$ cat src/rtl/fetch_cfg.svh
`ifndef FETCH_CFG_SVH
`define FETCH_CFG_SVH

// address and instruction width
`define FETCH_XLEN 32

// memory burst shape, four beats of 64 bits per line
`define FETCH_BEAT_WIDTH 64
`define FETCH_BEATS 4

// instructions per line
`define FETCH_LINE_WORDS 8

// instruction queue entries, power of two
`define FETCH_QUEUE_DEPTH 16

// first fetch address out of reset
`define FETCH_RESET_PC 32'h1eceb000

`endif

$ cat src/rtl/fetch_pkg.sv
`default_nettype none

`include "fetch_cfg.svh"

package fetch_pkg;

    typedef logic [`FETCH_XLEN-1:0] addr_t;        // byte address
    typedef logic [`FETCH_XLEN-1:0] word_t;        // one instruction
    typedef logic [`FETCH_BEAT_WIDTH-1:0] beat_t;  // one memory beat

    // beat 0 sits in the low bits
    typedef logic [`FETCH_BEATS*`FETCH_BEAT_WIDTH-1:0] line_t;

    typedef logic [$clog2(`FETCH_LINE_WORDS)-1:0] word_idx_t;

    // queue payload, pc in the upper half
    typedef struct packed {
        addr_t pc;
        word_t inst;
    } fetch_entry_t;

endpackage : fetch_pkg

`default_nettype wire

$ cat src/rtl/fetch_pc_gen.sv
`timescale 1ns/1ps
`default_nettype none

`include "fetch_cfg.svh"

module fetch_pc_gen (
    input   wire                        clk,
    input   wire                        rst,

    input   wire                        bmem_ready_i,
    input   wire                        fill_busy_i,
    input   wire                        redirect_i,
    input   wire    fetch_pkg::addr_t   redirect_addr_i,

    output  logic                       bmem_read_o,
    output  fetch_pkg::addr_t           bmem_addr_o,
    output  logic                       req_o,
    output  fetch_pkg::addr_t           req_pc_o
);

    localparam fetch_pkg::addr_t LINE_BYTES = `FETCH_LINE_WORDS * (`FETCH_XLEN / 8);
    localparam int               OFF_BITS   = $clog2(LINE_BYTES);

    fetch_pkg::addr_t   pc;
    fetch_pkg::addr_t   line_base;
    logic               req_q;      // request pulse, one cycle wide
    logic               issue;

    assign line_base = {pc[`FETCH_XLEN-1:OFF_BITS], {OFF_BITS{1'b0}}};

    // one line in flight at a time, never two requests back to back
    assign issue = bmem_ready_i && !fill_busy_i && !req_q && !redirect_i;

    always_ff @(posedge clk) begin
        if (rst) begin
            pc    <= `FETCH_RESET_PC;
            req_q <= 1'b0;
        end else begin
            req_q <= issue;
            if (redirect_i) begin
                pc <= redirect_addr_i;          // redirect wins
            end else if (issue) begin
                pc <= line_base + LINE_BYTES;   // next sequential line
            end
        end
    end

    // address and pc held until the next request
    always_ff @(posedge clk) begin
        if (issue) begin
            bmem_addr_o <= line_base;
            req_pc_o    <= pc;
        end
    end

    assign bmem_read_o = req_q;
    assign req_o       = req_q;

endmodule : fetch_pc_gen

`default_nettype wire

$ cat src/rtl/line_assembler.sv
`timescale 1ns/1ps
`default_nettype none

`include "fetch_cfg.svh"

module line_assembler (
    input   wire                        clk,
    input   wire                        rst,

    input   wire                        req_i,
    input   wire    fetch_pkg::addr_t   req_pc_i,
    input   wire                        bmem_rvalid_i,
    input   wire    fetch_pkg::beat_t   bmem_rdata_i,
    input   wire                        redirect_i,
    input   wire                        line_take_i,

    output  logic                       fill_busy_o,
    output  logic                       line_valid_o,
    output  fetch_pkg::line_t           line_o,
    output  fetch_pkg::addr_t           line_pc_o
);

    localparam int CNT_W = $clog2(`FETCH_BEATS);

    logic   [CNT_W-1:0]     beat_cnt;
    logic                   filling;        // beats still expected
    logic                   stale;          // redirect seen during this fill
    logic                   held;           // complete line waiting for the unpacker
    logic                   last_beat;
    fetch_pkg::line_t       line_q;
    fetch_pkg::addr_t       pc_q;

    assign last_beat = filling && bmem_rvalid_i && (beat_cnt == CNT_W'(`FETCH_BEATS - 1));

    always_ff @(posedge clk) begin
        if (rst) begin
            filling  <= 1'b0;
            stale    <= 1'b0;
            held     <= 1'b0;
            beat_cnt <= '0;
        end else begin
            if (req_i) begin
                filling  <= 1'b1;
                stale    <= redirect_i;     // request raced a redirect
                beat_cnt <= '0;
            end else if (filling) begin
                if (bmem_rvalid_i) begin
                    beat_cnt <= beat_cnt + 1'b1;
                end
                if (last_beat) begin
                    filling <= 1'b0;
                    stale   <= 1'b0;
                end else if (redirect_i) begin
                    stale <= 1'b1;          // let the burst finish, then drop it
                end
            end

            // a stale line is never offered downstream
            if (last_beat && !stale && !redirect_i) begin
                held <= 1'b1;
            end else if (redirect_i || line_take_i) begin
                held <= 1'b0;
            end
        end
    end

    always_ff @(posedge clk) begin
        if (filling && bmem_rvalid_i) begin
            line_q[beat_cnt*`FETCH_BEAT_WIDTH +: `FETCH_BEAT_WIDTH] <= bmem_rdata_i;
        end
        if (req_i) begin
            pc_q <= req_pc_i;
        end
    end

    // stays high until the line leaves, which stalls the next request
    assign fill_busy_o  = filling || held;
    assign line_valid_o = held;
    assign line_o       = line_q;
    assign line_pc_o    = pc_q;

endmodule : line_assembler

`default_nettype wire

$ cat src/rtl/line_unpacker.sv
`timescale 1ns/1ps
`default_nettype none

`include "fetch_cfg.svh"

module line_unpacker (
    input   wire                        clk,
    input   wire                        rst,

    input   wire                        line_valid_i,
    input   wire    fetch_pkg::line_t   line_i,
    input   wire    fetch_pkg::addr_t   line_pc_i,
    input   wire                        full_i,
    input   wire                        redirect_i,

    output  logic                       line_take_o,
    output  logic                       push_o,
    output  fetch_pkg::fetch_entry_t    entry_o
);

    localparam int BYTE_BITS = $clog2(`FETCH_XLEN / 8);
    localparam int IDX_BITS  = $clog2(`FETCH_LINE_WORDS);
    localparam int OFF_BITS  = IDX_BITS + BYTE_BITS;

    logic                               busy_q;
    fetch_pkg::word_idx_t               idx_q;
    logic   [`FETCH_XLEN-OFF_BITS-1:0]  tag_q;      // line base without offset bits
    fetch_pkg::line_t                   line_q;
    logic                               last_word;

    assign last_word = (idx_q == fetch_pkg::word_idx_t'(`FETCH_LINE_WORDS - 1));

    // one word per cycle while the queue has room
    assign push_o = busy_q && !full_i;

    // new line goes in when empty, or back to back with the last word
    assign line_take_o = line_valid_i && !redirect_i && (!busy_q || (push_o && last_word));

    always_ff @(posedge clk) begin
        if (rst) begin
            busy_q <= 1'b0;
            idx_q  <= '0;
        end else if (redirect_i) begin
            busy_q <= 1'b0;
        end else if (line_take_o) begin
            busy_q <= 1'b1;
            idx_q  <= line_pc_i[OFF_BITS-1:BYTE_BITS];  // start at the fetch pc
        end else if (push_o) begin
            if (last_word) begin
                busy_q <= 1'b0;
            end else begin
                idx_q <= idx_q + 1'b1;
            end
        end
    end

    always_ff @(posedge clk) begin
        if (line_take_o) begin
            line_q <= line_i;
            tag_q  <= line_pc_i[`FETCH_XLEN-1:OFF_BITS];
        end
    end

    always_comb begin
        entry_o.pc   = {tag_q, idx_q, {BYTE_BITS{1'b0}}};
        entry_o.inst = line_q[idx_q*`FETCH_XLEN +: `FETCH_XLEN];
    end

endmodule : line_unpacker

`default_nettype wire

$ cat src/rtl/fetch_queue.sv
`timescale 1ns/1ps
`default_nettype none

`include "fetch_cfg.svh"

module fetch_queue (
    input   wire                                clk,
    input   wire                                rst,

    input   wire                                push_i,
    input   wire    fetch_pkg::fetch_entry_t    entry_i,
    input   wire                                pop_i,
    input   wire                                flush_i,

    output  logic                               full_o,
    output  logic                               valid_o,
    output  fetch_pkg::fetch_entry_t            entry_o
);

    localparam int DEPTH = `FETCH_QUEUE_DEPTH;
    localparam int PTR_W = $clog2(DEPTH);

    fetch_pkg::fetch_entry_t    mem_q [DEPTH];
    logic   [PTR_W-1:0]         wr_ptr;
    logic   [PTR_W-1:0]         rd_ptr;
    logic   [PTR_W:0]           count;
    logic                       do_push;
    logic                       do_pop;

    assign full_o  = (count == (PTR_W + 1)'(DEPTH));
    assign valid_o = (count != '0);
    assign do_push = push_i && !full_o;
    assign do_pop  = pop_i && valid_o;

    always_ff @(posedge clk) begin
        if (rst || flush_i) begin
            wr_ptr <= '0;       // flush drops everything, incoming push too
            rd_ptr <= '0;
            count  <= '0;
        end else begin
            if (do_push) begin
                wr_ptr <= wr_ptr + 1'b1;
            end
            if (do_pop) begin
                rd_ptr <= rd_ptr + 1'b1;
            end
            case ({do_push, do_pop})
                2'b10:   count <= count + 1'b1;
                2'b01:   count <= count - 1'b1;
                default: count <= count;
            endcase
        end
    end

    always_ff @(posedge clk) begin
        if (do_push) begin
            mem_q[wr_ptr] <= entry_i;
        end
    end

    assign entry_o = mem_q[rd_ptr];     // head shown directly

endmodule : fetch_queue

`default_nettype wire

$ cat src/rtl/fetch_frontend.sv
`timescale 1ns/1ps
`default_nettype none

module fetch_frontend (
    input   wire                        clk,
    input   wire                        rst,

    output  logic                       bmem_read_o,
    output  fetch_pkg::addr_t           bmem_addr_o,
    input   wire                        bmem_ready_i,
    input   wire                        bmem_rvalid_i,
    input   wire    fetch_pkg::beat_t   bmem_rdata_i,

    input   wire                        redirect_i,
    input   wire    fetch_pkg::addr_t   redirect_addr_i,

    output  logic                       inst_valid_o,
    output  fetch_pkg::addr_t           inst_pc_o,
    output  fetch_pkg::word_t           inst_o,
    input   wire                        dequeue_i
);

    logic                       req;
    fetch_pkg::addr_t           req_pc;
    logic                       fill_busy;
    logic                       line_valid;
    fetch_pkg::line_t           line;
    fetch_pkg::addr_t           line_pc;
    logic                       line_take;
    logic                       push;
    fetch_pkg::fetch_entry_t    push_entry;
    logic                       queue_full;
    fetch_pkg::fetch_entry_t    head_entry;

    fetch_pc_gen pc_gen_i (
        .clk             (clk),
        .rst             (rst),
        .bmem_ready_i    (bmem_ready_i),
        .fill_busy_i     (fill_busy),
        .redirect_i      (redirect_i),
        .redirect_addr_i (redirect_addr_i),
        .bmem_read_o     (bmem_read_o),
        .bmem_addr_o     (bmem_addr_o),
        .req_o           (req),
        .req_pc_o        (req_pc)
    );

    line_assembler line_asm_i (
        .clk           (clk),
        .rst           (rst),
        .req_i         (req),
        .req_pc_i      (req_pc),
        .bmem_rvalid_i (bmem_rvalid_i),
        .bmem_rdata_i  (bmem_rdata_i),
        .redirect_i    (redirect_i),
        .line_take_i   (line_take),
        .fill_busy_o   (fill_busy),
        .line_valid_o  (line_valid),
        .line_o        (line),
        .line_pc_o     (line_pc)
    );

    line_unpacker unpacker_i (
        .clk          (clk),
        .rst          (rst),
        .line_valid_i (line_valid),
        .line_i       (line),
        .line_pc_i    (line_pc),
        .full_i       (queue_full),
        .redirect_i   (redirect_i),
        .line_take_o  (line_take),
        .push_o       (push),
        .entry_o      (push_entry)
    );

    fetch_queue queue_i (
        .clk     (clk),
        .rst     (rst),
        .push_i  (push),
        .entry_i (push_entry),
        .pop_i   (dequeue_i),
        .flush_i (redirect_i),      // redirect empties the queue
        .full_o  (queue_full),
        .valid_o (inst_valid_o),
        .entry_o (head_entry)
    );

    assign inst_pc_o = head_entry.pc;
    assign inst_o    = head_entry.inst;

endmodule : fetch_frontend

`default_nettype wire

$ cat config.mk
export PLATFORM = sky130hd
export DESIGN_NAME = fetch_frontend
export DESIGN_NICKNAME = d
export VERILOG_FILES = /design/src/rtl/fetch_pkg.sv /design/src/rtl/fetch_pc_gen.sv /design/src/rtl/line_assembler.sv /design/src/rtl/line_unpacker.sv /design/src/rtl/fetch_queue.sv /design/src/rtl/fetch_frontend.sv
export VERILOG_INCLUDE_DIRS = /design/src /design/src/rtl
export SDC_FILE = /design/constraint.sdc
export NUM_CORES = 1
export LEC_CHECK = 0
export BUFFER_PORTS_ARGS = -buffer_cell sky130_fd_sc_hd__clkbuf_2
export CORE_UTILIZATION = 50
export CTS_BUF_LIST = sky130_fd_sc_hd__clkbuf_2
export DETAILED_ROUTE_END_ITERATION = 10
export PLACE_DENSITY = 0.7
export SETUP_SLACK_MARGIN = 0.1
export SLEW_MARGIN = 20
export SYNTH_ARGS = -nofsm -noshare
export SYNTH_HDL_FRONTEND = slang
export SYNTH_SLANG_ARGS = --single-unit
$ cat constraint.sdc
create_clock -name clk -period 10.52 [get_ports clk]
set_input_delay 1.052 -clock clk [delete_from_list [all_inputs] [get_ports clk]]
set_output_delay 1.052 -clock clk [all_outputs]
set_load 0.02 [all_outputs]
==> flow_summary.yaml <==
run_status:
  outcome: "finished, final reports clean"
place:
  io_buffers: 190
  dpl_worst_slack_ns: 5.58
  routabilityCongestion: 0.800
  dpl.hpwl_um: 68800
  dpl.cell_count: 4508
critical_path:
  critPathKind: "reg -> out"
  path_buf_inv: 3
  cpPeakStageDelay_ns: 0.97
  r2r_start: "unpacker_i.idx_q[0]"
  arrival_ns: 5.27
  cp-start-kind: "flip-flop"
  crit_family: "buffers and inverters"
  rrSetupSlack_ns: 6.80
  setup.worst_path.end_class: "primary output"
  reg2reg_depth: 5
  r2r-end: "unpacker_i.line_q[201]"
  slowest_stage: "buf_4"
  cp_common_cell: "buf_4"
  required_ns: 9.47
  crit_chain: "buf_4 > buf_4 > mux4_1 > mux4_2 > clkbuf_2"
  worstPathMaxFanout: 75
clock_network:
  clock-sinks: 1648
  clock_insertion_delay_worst_skew_ns: 1.63
  clk_pin_slew_worst_paths_ns: 0.10
  hold_buffers: 140
  cts-htree-levels: 5
  numCtsBuffers: 399
  post-cts-setup-buffers: 0
  ctsResizeCount: 0
  cts_tree: "done"
  clockBufferDepth: 4
  ctsRootBufferMaster: "clkbuf_2"
hold_path:
  hold_path_end: "line_asm_i.line_o[9]"
  hp-class: "in -> reg"
  hold_depth: 3
  min_from: "bmem_rdata_i[9]"
synthesis:
  ys_types: 62
  netlist_area_sq_mm: 0.0623
  ys.flop_type: "edfxtp_1"
  ys_warn_count: 0
  async_flop_share_pct: 0
  synth_seq_cells: 1648
  netlist_instances: 2799
  synth_area_per_cell_sq_um: 22.3
  synth_edf_count: 1591
  seq_area_frac_synth_pct: 78.5
sta:
  setup_viol: 0
  finalHoldViolations: 0
  clock.fmax_mhz: 158
  rsz0062_at_grt: "false"
  fin_ws_ns: 4.20
  fin_skew_ns: 0.234
  tightest_slew_ns: 1.13
  slew_headroom_pct: 24.7
  tns_ns: 0
  drv_slew: 0
  timing.final.crit_share_pct: 60.1
  period_minus_slack_ns: 6.32
floorplanning:
  io_pins: 200
  dieArea_sq_mm: 0.126
  initial_utilization_pct: 50.4
  die_y_um: 355
  die_w_um: 355
  core_sq_mm: 0.124
  rows: 129
grt:
  grt_max_degree: 101
  grt_overflow: 0
  grt_use_total_pct: 20.8
  grt_pass1_vias: 32195
  grt_pass1_wl_um: 191000
  antenna_found_initial: 18
route:
  drt_iter0_drc: 2723
  vias: 29850
  wirelength_um: 130000
  avgRoutedWirePerCell_um: 24.3
  drt-pass1-iter-count: 5
  drc: 0
  via_per_inst: 5.59
  ant_nets: 0
run:
  cap_violations: 0
pwr:
  power_density_mw_per_mm2: 161
  power.leakage_nw: 22.6
  vdd_drop_max_uv: 100
final_layout:
  nFillCells: 9249
  drive_above_1_share_pct: 34.5
  instances_no_fill: 5336
  nNetsFinal: 3531
  area_delta_synth_final_pct: 12.0
-- state kept, by name, indices dropped and copies added, names as in the netlist, named ones only --
name and flops:
line_asm_i.line_valid_o 1, line_asm_i.stale 1, pc_gen_i.bmem_addr_o 1, line_asm_i.filling 1
queue_i.wr_ptr 4, line_asm_i.line_o 256, queue_i.rd_ptr 4, queue_i.count 5
queue_i.mem_q 992, pc_gen_i.req_pc_o 29, pc_gen_i.bmem_read_o 1, unpacker_i.idx_q 3
unpacker_i.tag_q 27, line_asm_i.line_pc_o 30, unpacker_i.line_q 256, line_asm_i.beat_cnt 2
pc_gen_i.pc 30, unpacker_i.busy_q 1
-- per-stage QoR --
| step | util [%] | power (mW) | area [sq um] | hold WS (ns) |
|---|---|---|---|---|
| 2_1_floorplan | - | 7.34 | 62300 | 0.400 |
| 3_3_place_gp | 52.4 | 7.38 | 64800 | 0.400 |
| 3_5_place_dp | 52.4 | 7.39 | 64800 | 0.405 |
| 4_1_cts | 56.4 | 11.4 | 69700 | 0.000476 |
| 5_1_grt | 56.4 | 11.7 | 69800 | 0.0692 |
| 6_report | 56.4 | 11.2 | 69800 | 0.303 |
-- report_power, final --
part	switching (mW)	total [mW]	leakage (nW)	internal [mW]
Combinational	0.0813	0.159	5.15	0.0776
Clock	2.35	3.94	2.64	1.60
Sequential	0.0192	7.13	14.8	7.11
Total	2.45	11.2	22.6	8.78
-- worst register-to-register path, delay by kind of cell, from the launching register on --
family	cells	cell delay, ns
flops	1	0.92
compound gates	1	0.25
fa+ha+maj	2	0.50
buf+inv	2	1.61
-- synth_stat cells (5+ instances only) --
| cell type | count | area, sq um |
|---|---|---|
| buf_4 | 36 | 270 |
| nor4_1 | 7 | 43.8 |
| ha_1 | 16 | 200 |
| nor2_1 | 71 | 267 |
| nand2_1 | 25 | 93.8 |
| nor3_1 | 15 | 75.1 |
| buf_6 | 25 | 282 |
| mux2_2 | 32 | 360 |
| nand4_1 | 11 | 68.8 |
| and3_1 | 11 | 68.8 |
| edfxtp_1 | 1591 | 47800 |
| buf_1 | 14 | 52.6 |
| xnor2_1 | 13 | 114 |
| inv_1 | 14 | 52.6 |
| xor2_1 | 13 | 114 |
| and2_1 | 258 | 1610 |
| a211oi_1 | 9 | 67.6 |
| nand3_1 | 13 | 65.1 |
| nor3b_1 | 5 | 37.5 |
| mux4_2 | 370 | 8330 |
| clkbuf_1 | 84 | 315 |
| dfxtp_1 | 57 | 1140 |
| o21bai_1 | 8 | 60.1 |
| buf_2 | 12 | 60.1 |
| a21oi_1 | 26 | 130 |
-- logic make-up after synthesis --
kind of cell,synth area share [%]
AO/OA/AOI/OAI,0.781
XOR/XNOR,0.366
buffers and inverters,1.70
adder cells (fa/ha/maj),0.321
flip-flops,78.5
other,0.00602
AND/OR/NAND/NOR,4.10
multiplexers,14.2
-- worst max path at each step --
stage                                       to  startpoint  depth (start not counted)  slack, ns
after detailed placement            inst_o[22]   flip-flop                          5       5.58
after CTS                           inst_o[22]   flip-flop                          5       3.78
after global routing             inst_pc_o[25]   flip-flop                          5       3.85
after floorplan           unpacker_i.line_q[0]  redirect_i                          4       2.91
after global placement              inst_o[22]   flip-flop                          5       5.65
final                            inst_pc_o[28]   flip-flop                          5       4.20
-- per-layer routing --
metal  up-vias  wire length [um]  GRT usage, %
li1      12926                 -             -
met1     15343             50600          26.3
met2      1324             66000          34.8
met3       239             10400          5.35
met4        18              2730          7.36
met5         -                92             0
-- placed cells by master, fill, tap and decap left out, types with 4 or more instances in the layout --
cell type | synthesis | routed
mux2i_1 | 4 | 4
a211oi_1 | 9 | 9
xnor2_1 | 13 | 13
and4_1 | 4 | 4
and3_1 | 11 | 8
nand3_1 | 13 | 13
and2_1 | 258 | 258
clkbuf_2 | 1 | 752
a21oi_1 | 26 | 26
ha_1 | 16 | 16
mux4_1 | 4 | 4
dlygate4sd3_1 | 0 | 140
xor2_1 | 13 | 13
or3_1 | 4 | 4
o21bai_1 | 8 | 8
mux2_2 | 32 | 32
nand4_1 | 11 | 11
inv_1 | 14 | 11
dfxtp_1 | 57 | 49
dfxtp_4 | 0 | 6
bufinv_16 | 0 | 7
conb_1 | 1 | 7
buf_4 | 36 | 46
nand2_1 | 25 | 25
nor3_2 | 1 | 6
nor4_1 | 7 | 7
diode_2 | 0 | 7
clkinv_1 | 0 | 96
nor3_1 | 15 | 10
edfxtp_1 | 1591 | 1591
nor2_4 | 0 | 12
nor2_1 | 71 | 58
clkinv_2 | 0 | 12
mux4_2 | 370 | 370
-- cell type report --
cell class	instances	area, sq um	area share [%]
diodes	7	17.5	0.0251
clock buffers	562	2810	4.03
clock inverters	118	649	0.931
inverters	14	60.1	0.0861
multi-input cells	970	12500	17.9
flip-flops and latches	1648	48900	70.2
well taps	1637	2050	2.94
repair buffers	380	2760	3.95
(Power assumes the default switching activity.)
